$ cat src/rtl/fpu_pkg.sv
`default_nettype none

package fpu_pkg;

    // Operation codes, codes 3 to 6 are left unnamed and travel as bubbles
    typedef enum logic [2:0] {
        ADD  = 3'b000,
        SUB  = 3'b001,
        MUL  = 3'b010,
        NONE = 3'b111
    } fp_op_e;

    typedef struct packed {
        logic        sign;
        logic [7:0]  exp;
        logic [22:0] frac;
    } fp_word_t;

    localparam logic [7:0] EXP_BIAS = 8'd127;
    localparam logic [7:0] EXP_INF  = 8'hff;
    localparam int         MANT_W   = 24;   // Includes hidden one

    //------------------------------------------------------------------
    // Pipeline register contents
    //------------------------------------------------------------------
    typedef struct packed {
        fp_op_e              op;
        logic                a_sign;
        logic                b_eff_sign;   // Inverted for SUB
        logic [MANT_W-1:0]   a_mant;
        logic [MANT_W-1:0]   b_mant;
        logic [7:0]          exp_diff;     // A exp minus B exp, raw
        logic [7:0]          big_exp;
        logic                special;
        fp_word_t            special_val;
    } exp_stage_t;

    typedef struct packed {
        fp_op_e              op;
        logic                a_sign;
        logic                b_eff_sign;
        logic [7:0]          big_exp;
        logic [MANT_W-1:0]   a_align;
        logic [MANT_W-1:0]   b_align;
        logic [2*MANT_W-1:0] pp_hi;        // A times upper half of B
        logic [2*MANT_W-1:0] pp_lo;        // A times lower half of B
        logic                special;
        fp_word_t            special_val;
    } align_stage_t;

    typedef struct packed {
        fp_op_e              op;
        logic                sign;
        logic [7:0]          exp;
        logic [2*MANT_W-1:0] mant;         // Bit 47 carry, bit 46 units
        logic                is_zero;
        logic                special;
        fp_word_t            special_val;
    } mant_stage_t;

endpackage

`default_nettype wire

$ cat src/rtl/fp_exp_stage.sv
`default_nettype none

module fp_exp_stage (
    input  wire                     FPUCLK,
    input  wire                     RST,
    input  wire fpu_pkg::fp_word_t  a,
    input  wire fpu_pkg::fp_word_t  b,
    input  wire fpu_pkg::fp_op_e    ctrl,
    output fpu_pkg::exp_stage_t     s1
);

    logic a_inf, b_inf, a_zero, b_zero;
    fpu_pkg::exp_stage_t nxt;

    // All-ones exponent is taken as infinity whatever the fraction
    assign a_inf  = (a.exp == fpu_pkg::EXP_INF);
    assign b_inf  = (b.exp == fpu_pkg::EXP_INF);
    assign a_zero = (a.exp == 8'd0) && (a.frac == 23'd0);
    assign b_zero = (b.exp == 8'd0) && (b.frac == 23'd0);

    always_comb
    begin
        nxt.op          = ctrl;
        nxt.a_sign      = a.sign;
        nxt.b_eff_sign  = b.sign ^ (ctrl == fpu_pkg::SUB);
        nxt.a_mant      = {1'b1, a.frac};
        nxt.b_mant      = {1'b1, b.frac};
        nxt.exp_diff    = a.exp - b.exp;
        nxt.big_exp     = (a.exp >= b.exp) ? a.exp : b.exp;   // Tie goes to A
        nxt.special     = 1'b0;
        nxt.special_val = '0;

        case (ctrl)
            fpu_pkg::ADD, fpu_pkg::SUB:
            begin
                nxt.special = a_inf | b_inf | a_zero | b_zero;
                if (a_inf)
                    nxt.special_val = {a.sign, fpu_pkg::EXP_INF, 23'd0};
                else if (b_inf)
                    nxt.special_val = {nxt.b_eff_sign, fpu_pkg::EXP_INF, 23'd0};
                else if (a_zero)
                    nxt.special_val = {nxt.b_eff_sign, b.exp, b.frac};
                else if (b_zero)
                    nxt.special_val = a;
            end
            fpu_pkg::MUL:
            begin
                // Biased sum needs one bias removed
                nxt.big_exp = a.exp + b.exp - fpu_pkg::EXP_BIAS;
                nxt.special = a_inf | b_inf | a_zero | b_zero;
                if (a_inf || b_inf)
                    nxt.special_val = {a.sign ^ b.sign, fpu_pkg::EXP_INF, 23'd0};
                else
                    nxt.special_val = '0;   // Zero times anything is +0
            end
            default: ;                      // Bubble, nothing special
        endcase
    end

    always_ff @(posedge FPUCLK or negedge RST)
    begin
        if (!RST)
            s1 <= '0;
        else
            s1 <= nxt;
    end

endmodule

`default_nettype wire

$ cat src/rtl/fp_align_stage.sv
`default_nettype none

module fp_align_stage (
    input  wire                       FPUCLK,
    input  wire                       RST,
    input  wire fpu_pkg::exp_stage_t  s1,
    output fpu_pkg::align_stage_t     s2
);

    logic [7:0] shamt;
    logic       b_bigger;
    fpu_pkg::align_stage_t nxt;

    // Sign of the raw difference picks the operand to shift
    assign b_bigger = s1.exp_diff[7];
    assign shamt    = b_bigger ? (8'd0 - s1.exp_diff) : s1.exp_diff;

    always_comb
    begin
        nxt.op          = s1.op;
        nxt.a_sign      = s1.a_sign;
        nxt.b_eff_sign  = s1.b_eff_sign;
        nxt.big_exp     = s1.big_exp;
        nxt.a_align     = s1.a_mant;
        nxt.b_align     = s1.b_mant;
        nxt.pp_hi       = '0;
        nxt.pp_lo       = '0;
        nxt.special     = s1.special;
        nxt.special_val = s1.special_val;

        if (s1.op == fpu_pkg::ADD || s1.op == fpu_pkg::SUB)
        begin
            // Bits shifted past the LSB are dropped
            if (b_bigger)
                nxt.a_align = (shamt >= 8'd24) ? '0 : (s1.a_mant >> shamt);
            else
                nxt.b_align = (shamt >= 8'd24) ? '0 : (s1.b_mant >> shamt);
        end
        else if (s1.op == fpu_pkg::MUL)
        begin
            nxt.pp_hi = 48'(s1.a_mant * s1.b_mant[23:12]);
            nxt.pp_lo = 48'(s1.a_mant * s1.b_mant[11:0]);
        end
    end

    always_ff @(posedge FPUCLK or negedge RST)
    begin
        if (!RST)
            s2 <= '0;
        else
            s2 <= nxt;
    end

endmodule

`default_nettype wire

$ cat src/rtl/fp_mant_stage.sv
`default_nettype none

module fp_mant_stage (
    input  wire                         FPUCLK,
    input  wire                         RST,
    input  wire fpu_pkg::align_stage_t  s2,
    output fpu_pkg::mant_stage_t        s3
);

    logic        eff_add;
    logic        a_ge_b;
    logic [24:0] sum;
    logic [23:0] mag;
    logic [47:0] product;
    fpu_pkg::mant_stage_t nxt;

    //------------------------------------------------------------------
    // Mantissa arithmetic
    //------------------------------------------------------------------
    assign eff_add = (s2.a_sign == s2.b_eff_sign);
    assign a_ge_b  = (s2.a_align >= s2.b_align);
    assign sum     = {1'b0, s2.a_align} + {1'b0, s2.b_align};
    assign mag     = a_ge_b ? (s2.a_align - s2.b_align) : (s2.b_align - s2.a_align);

    // Upper partial product sits 12 places higher
    assign product = {s2.pp_hi[35:0], 12'd0} + s2.pp_lo;

    always_comb
    begin
        nxt.op          = s2.op;
        nxt.sign        = s2.a_sign;
        nxt.exp         = s2.big_exp;
        nxt.mant        = '0;
        nxt.is_zero     = 1'b0;
        nxt.special     = s2.special;
        nxt.special_val = s2.special_val;

        case (s2.op)
            fpu_pkg::ADD, fpu_pkg::SUB:
            begin
                if (eff_add)
                begin
                    nxt.mant = {sum, 23'd0};       // Carry lands in bit 47
                end
                else
                begin
                    nxt.mant    = {1'b0, mag, 23'd0};
                    nxt.sign    = a_ge_b ? s2.a_sign : s2.b_eff_sign;
                    nxt.is_zero = (mag == 24'd0);
                end
            end
            fpu_pkg::MUL:
            begin
                nxt.mant = product;
                nxt.sign = s2.a_sign ^ s2.b_eff_sign;
            end
            default: ;
        endcase
    end

    always_ff @(posedge FPUCLK or negedge RST)
    begin
        if (!RST)
            s3 <= '0;
        else
            s3 <= nxt;
    end

endmodule

`default_nettype wire

$ cat src/rtl/fp_norm_stage.sv
`default_nettype none

module fp_norm_stage (
    input  wire                        FPUCLK,
    input  wire                        RST,
    input  wire fpu_pkg::mant_stage_t  s3,
    output fpu_pkg::fp_word_t          out
);

    logic              is_arith;
    logic              zero_sum;
    logic [4:0]        lz;
    logic [47:0]       norm_mant;
    fpu_pkg::fp_word_t nxt_out;

    // Leading zeros below the carry position, input known nonzero
    function automatic logic [4:0] lead_zeros(input logic [23:0] v);
        logic [4:0] n;
        logic       found;
        int         i;
        n     = 5'd0;
        found = 1'b0;
        for (i = 23; i >= 0; i--)
        begin
            if (!found)
            begin
                if (v[i])
                    found = 1'b1;
                else
                    n = n + 5'd1;
            end
        end
        return n;
    endfunction

    assign is_arith  = (s3.op == fpu_pkg::ADD) || (s3.op == fpu_pkg::SUB) ||
                       (s3.op == fpu_pkg::MUL);
    // Cleared pipeline registers also show up as an empty sum
    assign zero_sum  = s3.is_zero || (s3.mant[47:23] == 25'd0);
    assign lz        = lead_zeros(s3.mant[46:23]);
    assign norm_mant = s3.mant << lz;

    //------------------------------------------------------------------
    // Result selection
    //------------------------------------------------------------------
    always_comb
    begin
        nxt_out = '0;
        if (s3.special)
        begin
            nxt_out = s3.special_val;
        end
        else if (s3.op == fpu_pkg::MUL)
        begin
            if (s3.mant[47])
                nxt_out = {s3.sign, s3.exp + 8'd1, s3.mant[46:24]};
            else
                nxt_out = {s3.sign, s3.exp, s3.mant[45:23]};
        end
        else if (zero_sum)
        begin
            nxt_out = '0;                                   // Always +0
        end
        else if (s3.mant[47])
        begin
            nxt_out = {s3.sign, s3.exp + 8'd1, s3.mant[46:24]};    // Carry out
        end
        else
        begin
            nxt_out = {s3.sign, s3.exp - {3'd0, lz}, norm_mant[45:23]};
        end
    end

    always_ff @(posedge FPUCLK or negedge RST)
    begin
        if (!RST)
            out <= '0;
        else if (is_arith)
            out <= nxt_out;          // Bubbles keep the last result
    end

endmodule

`default_nettype wire

$ cat src/rtl/fp_alu.sv
`default_nettype none

module fp_alu (
    input  wire                     FPUCLK,
    input  wire                     RST,
    input  wire fpu_pkg::fp_word_t  a,
    input  wire fpu_pkg::fp_word_t  b,
    input  wire fpu_pkg::fp_op_e    ctrl,
    output fpu_pkg::fp_word_t       out
);

    fpu_pkg::exp_stage_t   s1;
    fpu_pkg::align_stage_t s2;
    fpu_pkg::mant_stage_t  s3;

    //------------------------------------------------------------------
    // Four-stage chain, one register per stage
    //------------------------------------------------------------------
    fp_exp_stage u_exp (
        .FPUCLK (FPUCLK),
        .RST    (RST),
        .a      (a),
        .b      (b),
        .ctrl   (ctrl),
        .s1     (s1)
    );

    fp_align_stage u_align (
        .FPUCLK (FPUCLK),
        .RST    (RST),
        .s1     (s1),
        .s2     (s2)
    );

    fp_mant_stage u_mant (
        .FPUCLK (FPUCLK),
        .RST    (RST),
        .s2     (s2),
        .s3     (s3)
    );

    fp_norm_stage u_norm (
        .FPUCLK (FPUCLK),
        .RST    (RST),
        .s3     (s3),
        .out    (out)
    );

endmodule

`default_nettype wire

$ cat config.mk
export PLATFORM = sky130hd
export DESIGN_NAME = fp_alu
export DESIGN_NICKNAME = d
export VERILOG_FILES = /design/src/rtl/fpu_pkg.sv /design/src/rtl/fp_exp_stage.sv /design/src/rtl/fp_align_stage.sv /design/src/rtl/fp_mant_stage.sv /design/src/rtl/fp_norm_stage.sv /design/src/rtl/fp_alu.sv
export SDC_FILE = /design/constraint.sdc
export NUM_CORES = 2
export LEC_CHECK = 0
export ABC_AREA = 1
export BUFFER_PORTS_ARGS = -buffer_cell sky130_fd_sc_hd__buf_2
export CAP_MARGIN = 20
export CORE_MARGIN = 3
export CORE_UTILIZATION = 52
export CTS_CLUSTER_DIAMETER = 120
export DETAILED_ROUTE_END_ITERATION = 10
export GPL_ROUTABILITY_DRIVEN = 0
export PLACE_DENSITY = 0.75
export SYNTH_ARGS = -nofsm -noshare
export SYNTH_HDL_FRONTEND = slang
export SYNTH_SLANG_ARGS = --single-unit
export TNS_END_PERCENT = 1
$ cat constraint.sdc
create_clock -name FPUCLK -period 10.2 [get_ports FPUCLK]
set_clock_uncertainty 0.05 [all_clocks]
set_input_delay 1.53 -clock FPUCLK [delete_from_list [all_inputs] [get_ports FPUCLK]]
set_output_delay 1.53 -clock FPUCLK [all_outputs]
set_load 0.01 [all_outputs]
-- After elaboration in Yosys (flattened, before gate mapping)
Index checks and enable logic that the tools add are counted.
- bits in registers: 406
- output and inout bits: 32
- add/sub/neg operators: 33
- $mul: 2
- magnitude comparators: 3
- eq/ne operators: 11
- shifts and indexed selects: 3
- muxes and demuxes: 121
- bitwise operators: 6
- reduce and logical (&&, ||, !) cells: 19
- operators with widths (operator ; count):
    $mux 32 ; 8
    $mux 5 ; 46
    $mux 84 ; 2
    $mux 24 ; 5
    $add 5x1->5 const B ; 22
    $mux 48 ; 2
    $pmux 48 s2 ; 1
    $mul 24x12->36 ; 2
    $pmux 33 s2 ; 1
    $mux 31 ; 2
    $mux 1 ; 50
    $add 48x48->48 ; 1
    $shl 48x5->46 ; 1
    $shr 24x8->24 ; 2
    $sub 24x24->24 ; 2
    $logic_not 23->1 ; 2
    $add 24x24->25 ; 1
    $logic_not 25->1 ; 1
    $ge 24x24->1 ; 1
    $logic_not 24->1 ; 1
    $mux 8 ; 3
    $eq 8x8->1 const B ; 2
    $logic_not 8->1 ; 2
    $eq 3x1->1 const B ; 4
    18 further kinds ; 34

-- Depth between registers and ports, before layout
- word-level depth: 75
- mapped depth: 85
- depth with buffers taken out: 83

-- By module
From an unflattened synthesis, not the netlist that was laid out.
- cells, all modules: 7189
- area total of the unflattened synthesis: 49812.8 um^2
- modules (own cells, without submodules) (module ; instances ; cells each ; area each (um^2) ; sequential area each (um^2)):
    fp_align_stage ; 1 ; 3494 ; 26586.7 ; 4154.0
    fp_mant_stage ; 1 ; 1679 ; 10520.1 ; 2352.3
    fp_norm_stage ; 1 ; 1560 ; 8007.7 ; 800.8
    fp_exp_stage ; 1 ; 456 ; 4698.3 ; 2527.4

-- Least setup slack after synthesis
OpenSTA, ideal clock, no wires.
- path type: register to register
- start point: register u_mant.s3[79] (netlist name)
- end point: register u_norm.out[28] (netlist name)
- setup time: 0.127 ns
- arrival: 9.877 ns
- data required time: 10.023 ns
- path slack: 0.146 ns
- stages on the path, launching flop included: 84
- cells stage by stage: dfrtp_1 -> inv_1 -> a21oi_2 -> ha_1 -> inv_1 -> a21oi_1 -> ha_1 -> nand2_1 -> nand3_1 -> nand2_1 -> inv_1 -> nand2_1 -> nand2_1 -> nand2_1 -> ha_1 -> inv_1 -> nand2_1 -> nand3_1 -> (+48 left out) -> or2_2 -> buf_1 -> nand2_2 -> buf_6 -> buf_2 -> ha_1 -> a21oi_1 -> nor2_1 -> nor2_1 -> nor2_1 -> inv_1 -> a21oi_1 -> nor3_1 -> nor3_1 -> o21ai_0 -> nand2_1 -> a21oi_1 -> o21ai_0
- cells in the longest elaborated chain, start to end: 73
- elaborated cells between the ends (all ways): 98
- RTL lines (item ; RTL line ; source):
    $mux 5 ; fp_norm_stage.sv:27 ; if (v[i])
    $mux 5 ; fp_norm_stage.sv:25 ; if (!found)
    $add 5x1->5 ; fp_norm_stage.sv:30 ; n = n + 5'd1;
    $mux 5 ; fp_norm_stage.sv:27 ;
    $mux 5 ; fp_norm_stage.sv:25 ;
    $add 5x1->5 ; fp_norm_stage.sv:30 ;
    $mux 5 ; fp_norm_stage.sv:27 ;
    $mux 5 ; fp_norm_stage.sv:25 ;
    (+57 left out) ; n/a ;
    $add 5x1->5 ; fp_norm_stage.sv:30 ;
    $mux 5 ; fp_norm_stage.sv:27 ;
    $mux 5 ; fp_norm_stage.sv:25 ;
    $sub 8x5->8 ; fp_norm_stage.sv:70 ; nxt_out = {s3.sign, s3.exp - {3'd0, lz}, norm_mant[45:23]};
    $mux 31 ; fp_norm_stage.sv:64 ; else if (s3.mant[47])
    $mux 32 * ; fp_norm_stage.sv:60 ; else if (zero_sum)
    $mux 32 * ; fp_norm_stage.sv:53 ; else if (s3.op == fpu_pkg::MUL)
    $mux 32 * ; fp_norm_stage.sv:49 ; if (s3.special)
Every way passes the cells marked *; elsewhere a longest branch is shown, timed or not.
A chain may end at the register's enable or synchronous reset.

-- Worst setup path in the final report
- start point: register u_mant.s3[79] (netlist name)
- end point: register u_norm.out[28] (netlist name)
- cells in the longest elaborated chain, start to end: 73
- elaborated cells between the ends (all ways): 98
- RTL lines (item ; RTL line):
    $mux 5 ; fp_norm_stage.sv:27
    $mux 5 ; fp_norm_stage.sv:25
    $add 5x1->5 ; fp_norm_stage.sv:30
    $mux 5 ; fp_norm_stage.sv:27
    $mux 5 ; fp_norm_stage.sv:25
    $add 5x1->5 ; fp_norm_stage.sv:30
    $mux 5 ; fp_norm_stage.sv:27
    $mux 5 ; fp_norm_stage.sv:25
    (+57 left out) ; n/a
    $add 5x1->5 ; fp_norm_stage.sv:30
    $mux 5 ; fp_norm_stage.sv:27
    $mux 5 ; fp_norm_stage.sv:25
    $sub 8x5->8 ; fp_norm_stage.sv:70
    $mux 31 ; fp_norm_stage.sv:64
    $mux 32 * ; fp_norm_stage.sv:60
    $mux 32 * ; fp_norm_stage.sv:53
    $mux 32 * ; fp_norm_stage.sv:49
Marks and branches as above.

==> impl_metrics.ini <==
[job]
cap_viol_max_count = 0

[yosys]
async_reset_ff_frac = 1.000
synthesis.instances = 5969
synth_nets = 6777
ys_ff_latch = 393
synth.area.mux_share = 0.007995
yosys.area_share.simple = 0.2374
synthAdderAreaFrac = 0.2876
synth_edf_count = 0
yosysSeqAreaShare = 0.2244
synth-xor-area-share = 0.01739
synth_area_um2 = 43820
synth_top_family_by_area = adder cells
ys.flop_type = dfrtp_1
synth-compound-area-share = 0.1015
yosysUniqueCellTypes = 60
syn_avg_cell_area_um2 = 7.341
yosysWarnings = 0

[setup_path]
cp_max_fo = 3
path_depth = 80
crit_family = simple AND/OR/NAND/NOR gates
cp_common_cell = nand2_1
worstSetupStartpointType = register
arrival_ns = 10.13
worstPathBufferInverterCount = 13
endpoint_kind = register
reg2reg_depth = 80
slowest_delay_ns = 0.39
critPathRequiredTime_ns = 10.62
slowest_stage = dfrtp_1
critPathKind = register to register

[global_routing]
overflow = 0
grt_pass1_vias = 39229
grt_max_degree = 175
grt.total_usage = 0.3091
grt_pass1_wl_um = 212800
antenna_found_initial = 14

[routing]
drtAntennaViolNets = 0
vias = 40279
firstDrtPassIters = 7
drtIter0Drc = 4300
route.detailed.drc = 0
wl_um = 134900
wl_per_cell_um = 19.11
via_per_inst = 5.708

[power_and_ir_drop]
power_density_nw_per_um2 = 380.4
vdd_drop_max_v = 0.0005260
p_leak_nw = 25.61

[clocking]
path_clk_slew_ns = 0.07
clock_latency_ns = 0.61
clockBufferDepth = 3
holdBufCountCts = 0
cts_tree = done
clock-sinks = 393
cts_made_buffers = 42
htreeDepth = 2
root_buffer = clkbuf_16

[floorplan]
die_h_um = 296.3
core_um2 = 82770
fp-row-count = 105
ios = 101
die_w_um = 296.3
initial_utilization = 0.5294
die-area_um2 = 87790

[sta]
hold_viol_final = 0
setup_slack_ns = 0.4902
fin_crit_ns = 9.710
setup_viol = 0
fin_crit_sh = 0.9519
tns_ns = 0
slew_violations = 0
slew-limit-headroom = 0.2263
max_slew.worst_pin.slew_ns = 1.161
fmax_mhz = 103.0

[outcome]
status = finished clean

[placement]
port_buffers = 100
pre_cts_ws_ns = -0.04275
dp_hpwl_um = 102900

[final_layout]
nets = 6757
areaGrowthSynthToFinish_pct = 8.169
drive_gt1_frac = 0.07574

[hold_path]
hold_path_class = register to register
min_path_cells = 0
==> synth_stat cells, types with 29 or more instances <==
| cell | count | area share |
|---|---|---|
| a21oi_1 | 301 | 0.034 |
| clkbuf_1 | 245 | 0.021 |
| dfrtp_1 | 393 | 0.22 |
| fa_1 | 447 | 0.20 |
| ha_1 | 292 | 0.083 |
| inv_1 | 1096 | 0.094 |
| mux2i_1 | 35 | 0.0080 |
| nand2_1 | 1584 | 0.14 |
| nand3_1 | 298 | 0.034 |
| nand4_1 | 29 | 0.0041 |
| nor2_1 | 386 | 0.033 |
| nor3_1 | 83 | 0.0095 |
| o21ai_0 | 319 | 0.036 |
| o22ai_1 | 31 | 0.0044 |
| xor2_1 | 59 | 0.012 |
==> per-stage QoR <==
| step | util | total power [mW] | instance area [um2] | instances | hold WS, ns |
|---|---|---|---|---|---|
| floorplan | - | 12.37 | 43820 | 5969 | 0.2812 |
| global placement | 0.5496 | 15.13 | 45490 | 6967 | 0.2818 |
| detailed placement | 0.5496 | 15.42 | 45490 | 6967 | 0.2847 |
| CTS | 0.5681 | 17.18 | 47020 | 7044 | 0.2971 |
| global route | 0.5725 | 20.06 | 47390 | 7052 | 0.3003 |
| finish | 0.5727 | 18.03 | 47400 | 7057 | 0.2889 |
==> worst register-to-register path, delay by kind of cell (launching register included) <==
kind,cells,cell delay (ns)
AND/OR/NAND/NOR,39,3.35
buffers and inverters,13,0.94
flip-flops,1,0.39
adder cells (fa/ha/maj),13,3.17
AO/OA/AOI/OAI,15,1.68
==> routing by layer <==
metal | vias up | routed length [um] | track usage
met4 | 12 | 8924 | 0.1685
met2 | 2061 | 61370 | 0.5003
met5 | - | 87 | 0
li1 | 18404 | - | -
met3 | 493 | 12690 | 0.04883
met1 | 19309 | 51810 | 0.4003
==> what timing repair did <==
item,4_1_cts,5_1_grt
pin swaps,2,37
gates resized for setup,10,63
endpoints found under the hold margin,0,0
setup endpoints to repair,8,30
buffers inserted,1,5
gates cloned,0,1
==> report_power, final <==
group | switching (mW) | total [mW] | internal, mW
clock network | 0.692 | 1.64 | 0.943
registers | 0.220 | 1.98 | 1.76
logic | 9.08 | 14.4 | 5.33
==> sequential cells by signal (all words and copies together), names as in the netlist <==
name        cells
u_exp.s1      101
u_align.s2    166
u_norm.out     32
u_mant.s3      94
==> worst paths after layout <==
path                                     from        endpoint  slack (ns)
worst max-delay path            u_mant.s3[79]  u_norm.out[28]        0.49
worst min-delay path              u_exp.s1[1]   u_align.s2[1]        0.29
worst max register to register  u_mant.s3[79]  u_norm.out[28]        0.49
worst min register to register    u_exp.s1[1]   u_align.s2[1]        0.29
max in group asynchronous                 RST  u_align.s2[88]        7.04
min in group asynchronous                 RST  u_norm.out[15]        0.88
==> logic make-up after synthesis <==
kind of cell,count (synthesis)
simple gates,2503
buf+inv,1416
compound gates,795
fa+ha+maj,739
flops,393
xor+xnor,87
mux,35
other cells,1
==> layout make-up <==
class                      count  area [um2]
antenna                        6       15.01
clock buffer                  55        1190
clock inverter                21       294.0
fill                        7560       35370
inverter                    1120        4205
multi-input combinational   4160       28920
sequential                   393        9836
tap                         1070        1339
timing repair buffer         232        1597
==> cells in the final DEF (no fill, tap or decap), drive strengths merged, types with 5 or more instances in the layout <==
cell type | netlist | routed
o21bai | 7 | 7
xor2 | 59 | 59
ha | 292 | 292
a21boi | 5 | 5
or2 | 16 | 16
a21oi | 305 | 305
dfrtp | 393 | 393
o221ai | 22 | 22
nor2 | 400 | 400
o22ai | 31 | 31
inv | 1112 | 1118
o31ai | 20 | 20
o21a | 10 | 10
buf | 51 | 231
a221oi | 11 | 11
nand2 | 1607 | 1607
a211oi | 8 | 8
nor3 | 83 | 83
a31oi | 8 | 8
clkinv | 8 | 18
nand3b | 12 | 12
o21ai | 331 | 331
nand3 | 308 | 308
nand4 | 30 | 30
nor4 | 24 | 24
a32o | 13 | 13
o211ai | 8 | 8
mux2i | 35 | 35
fa | 447 | 447
xnor2 | 28 | 28
clkbuf | 245 | 56
diode | 0 | 6
nor3b | 17 | 17
Power figures use the tool's default switching activity.
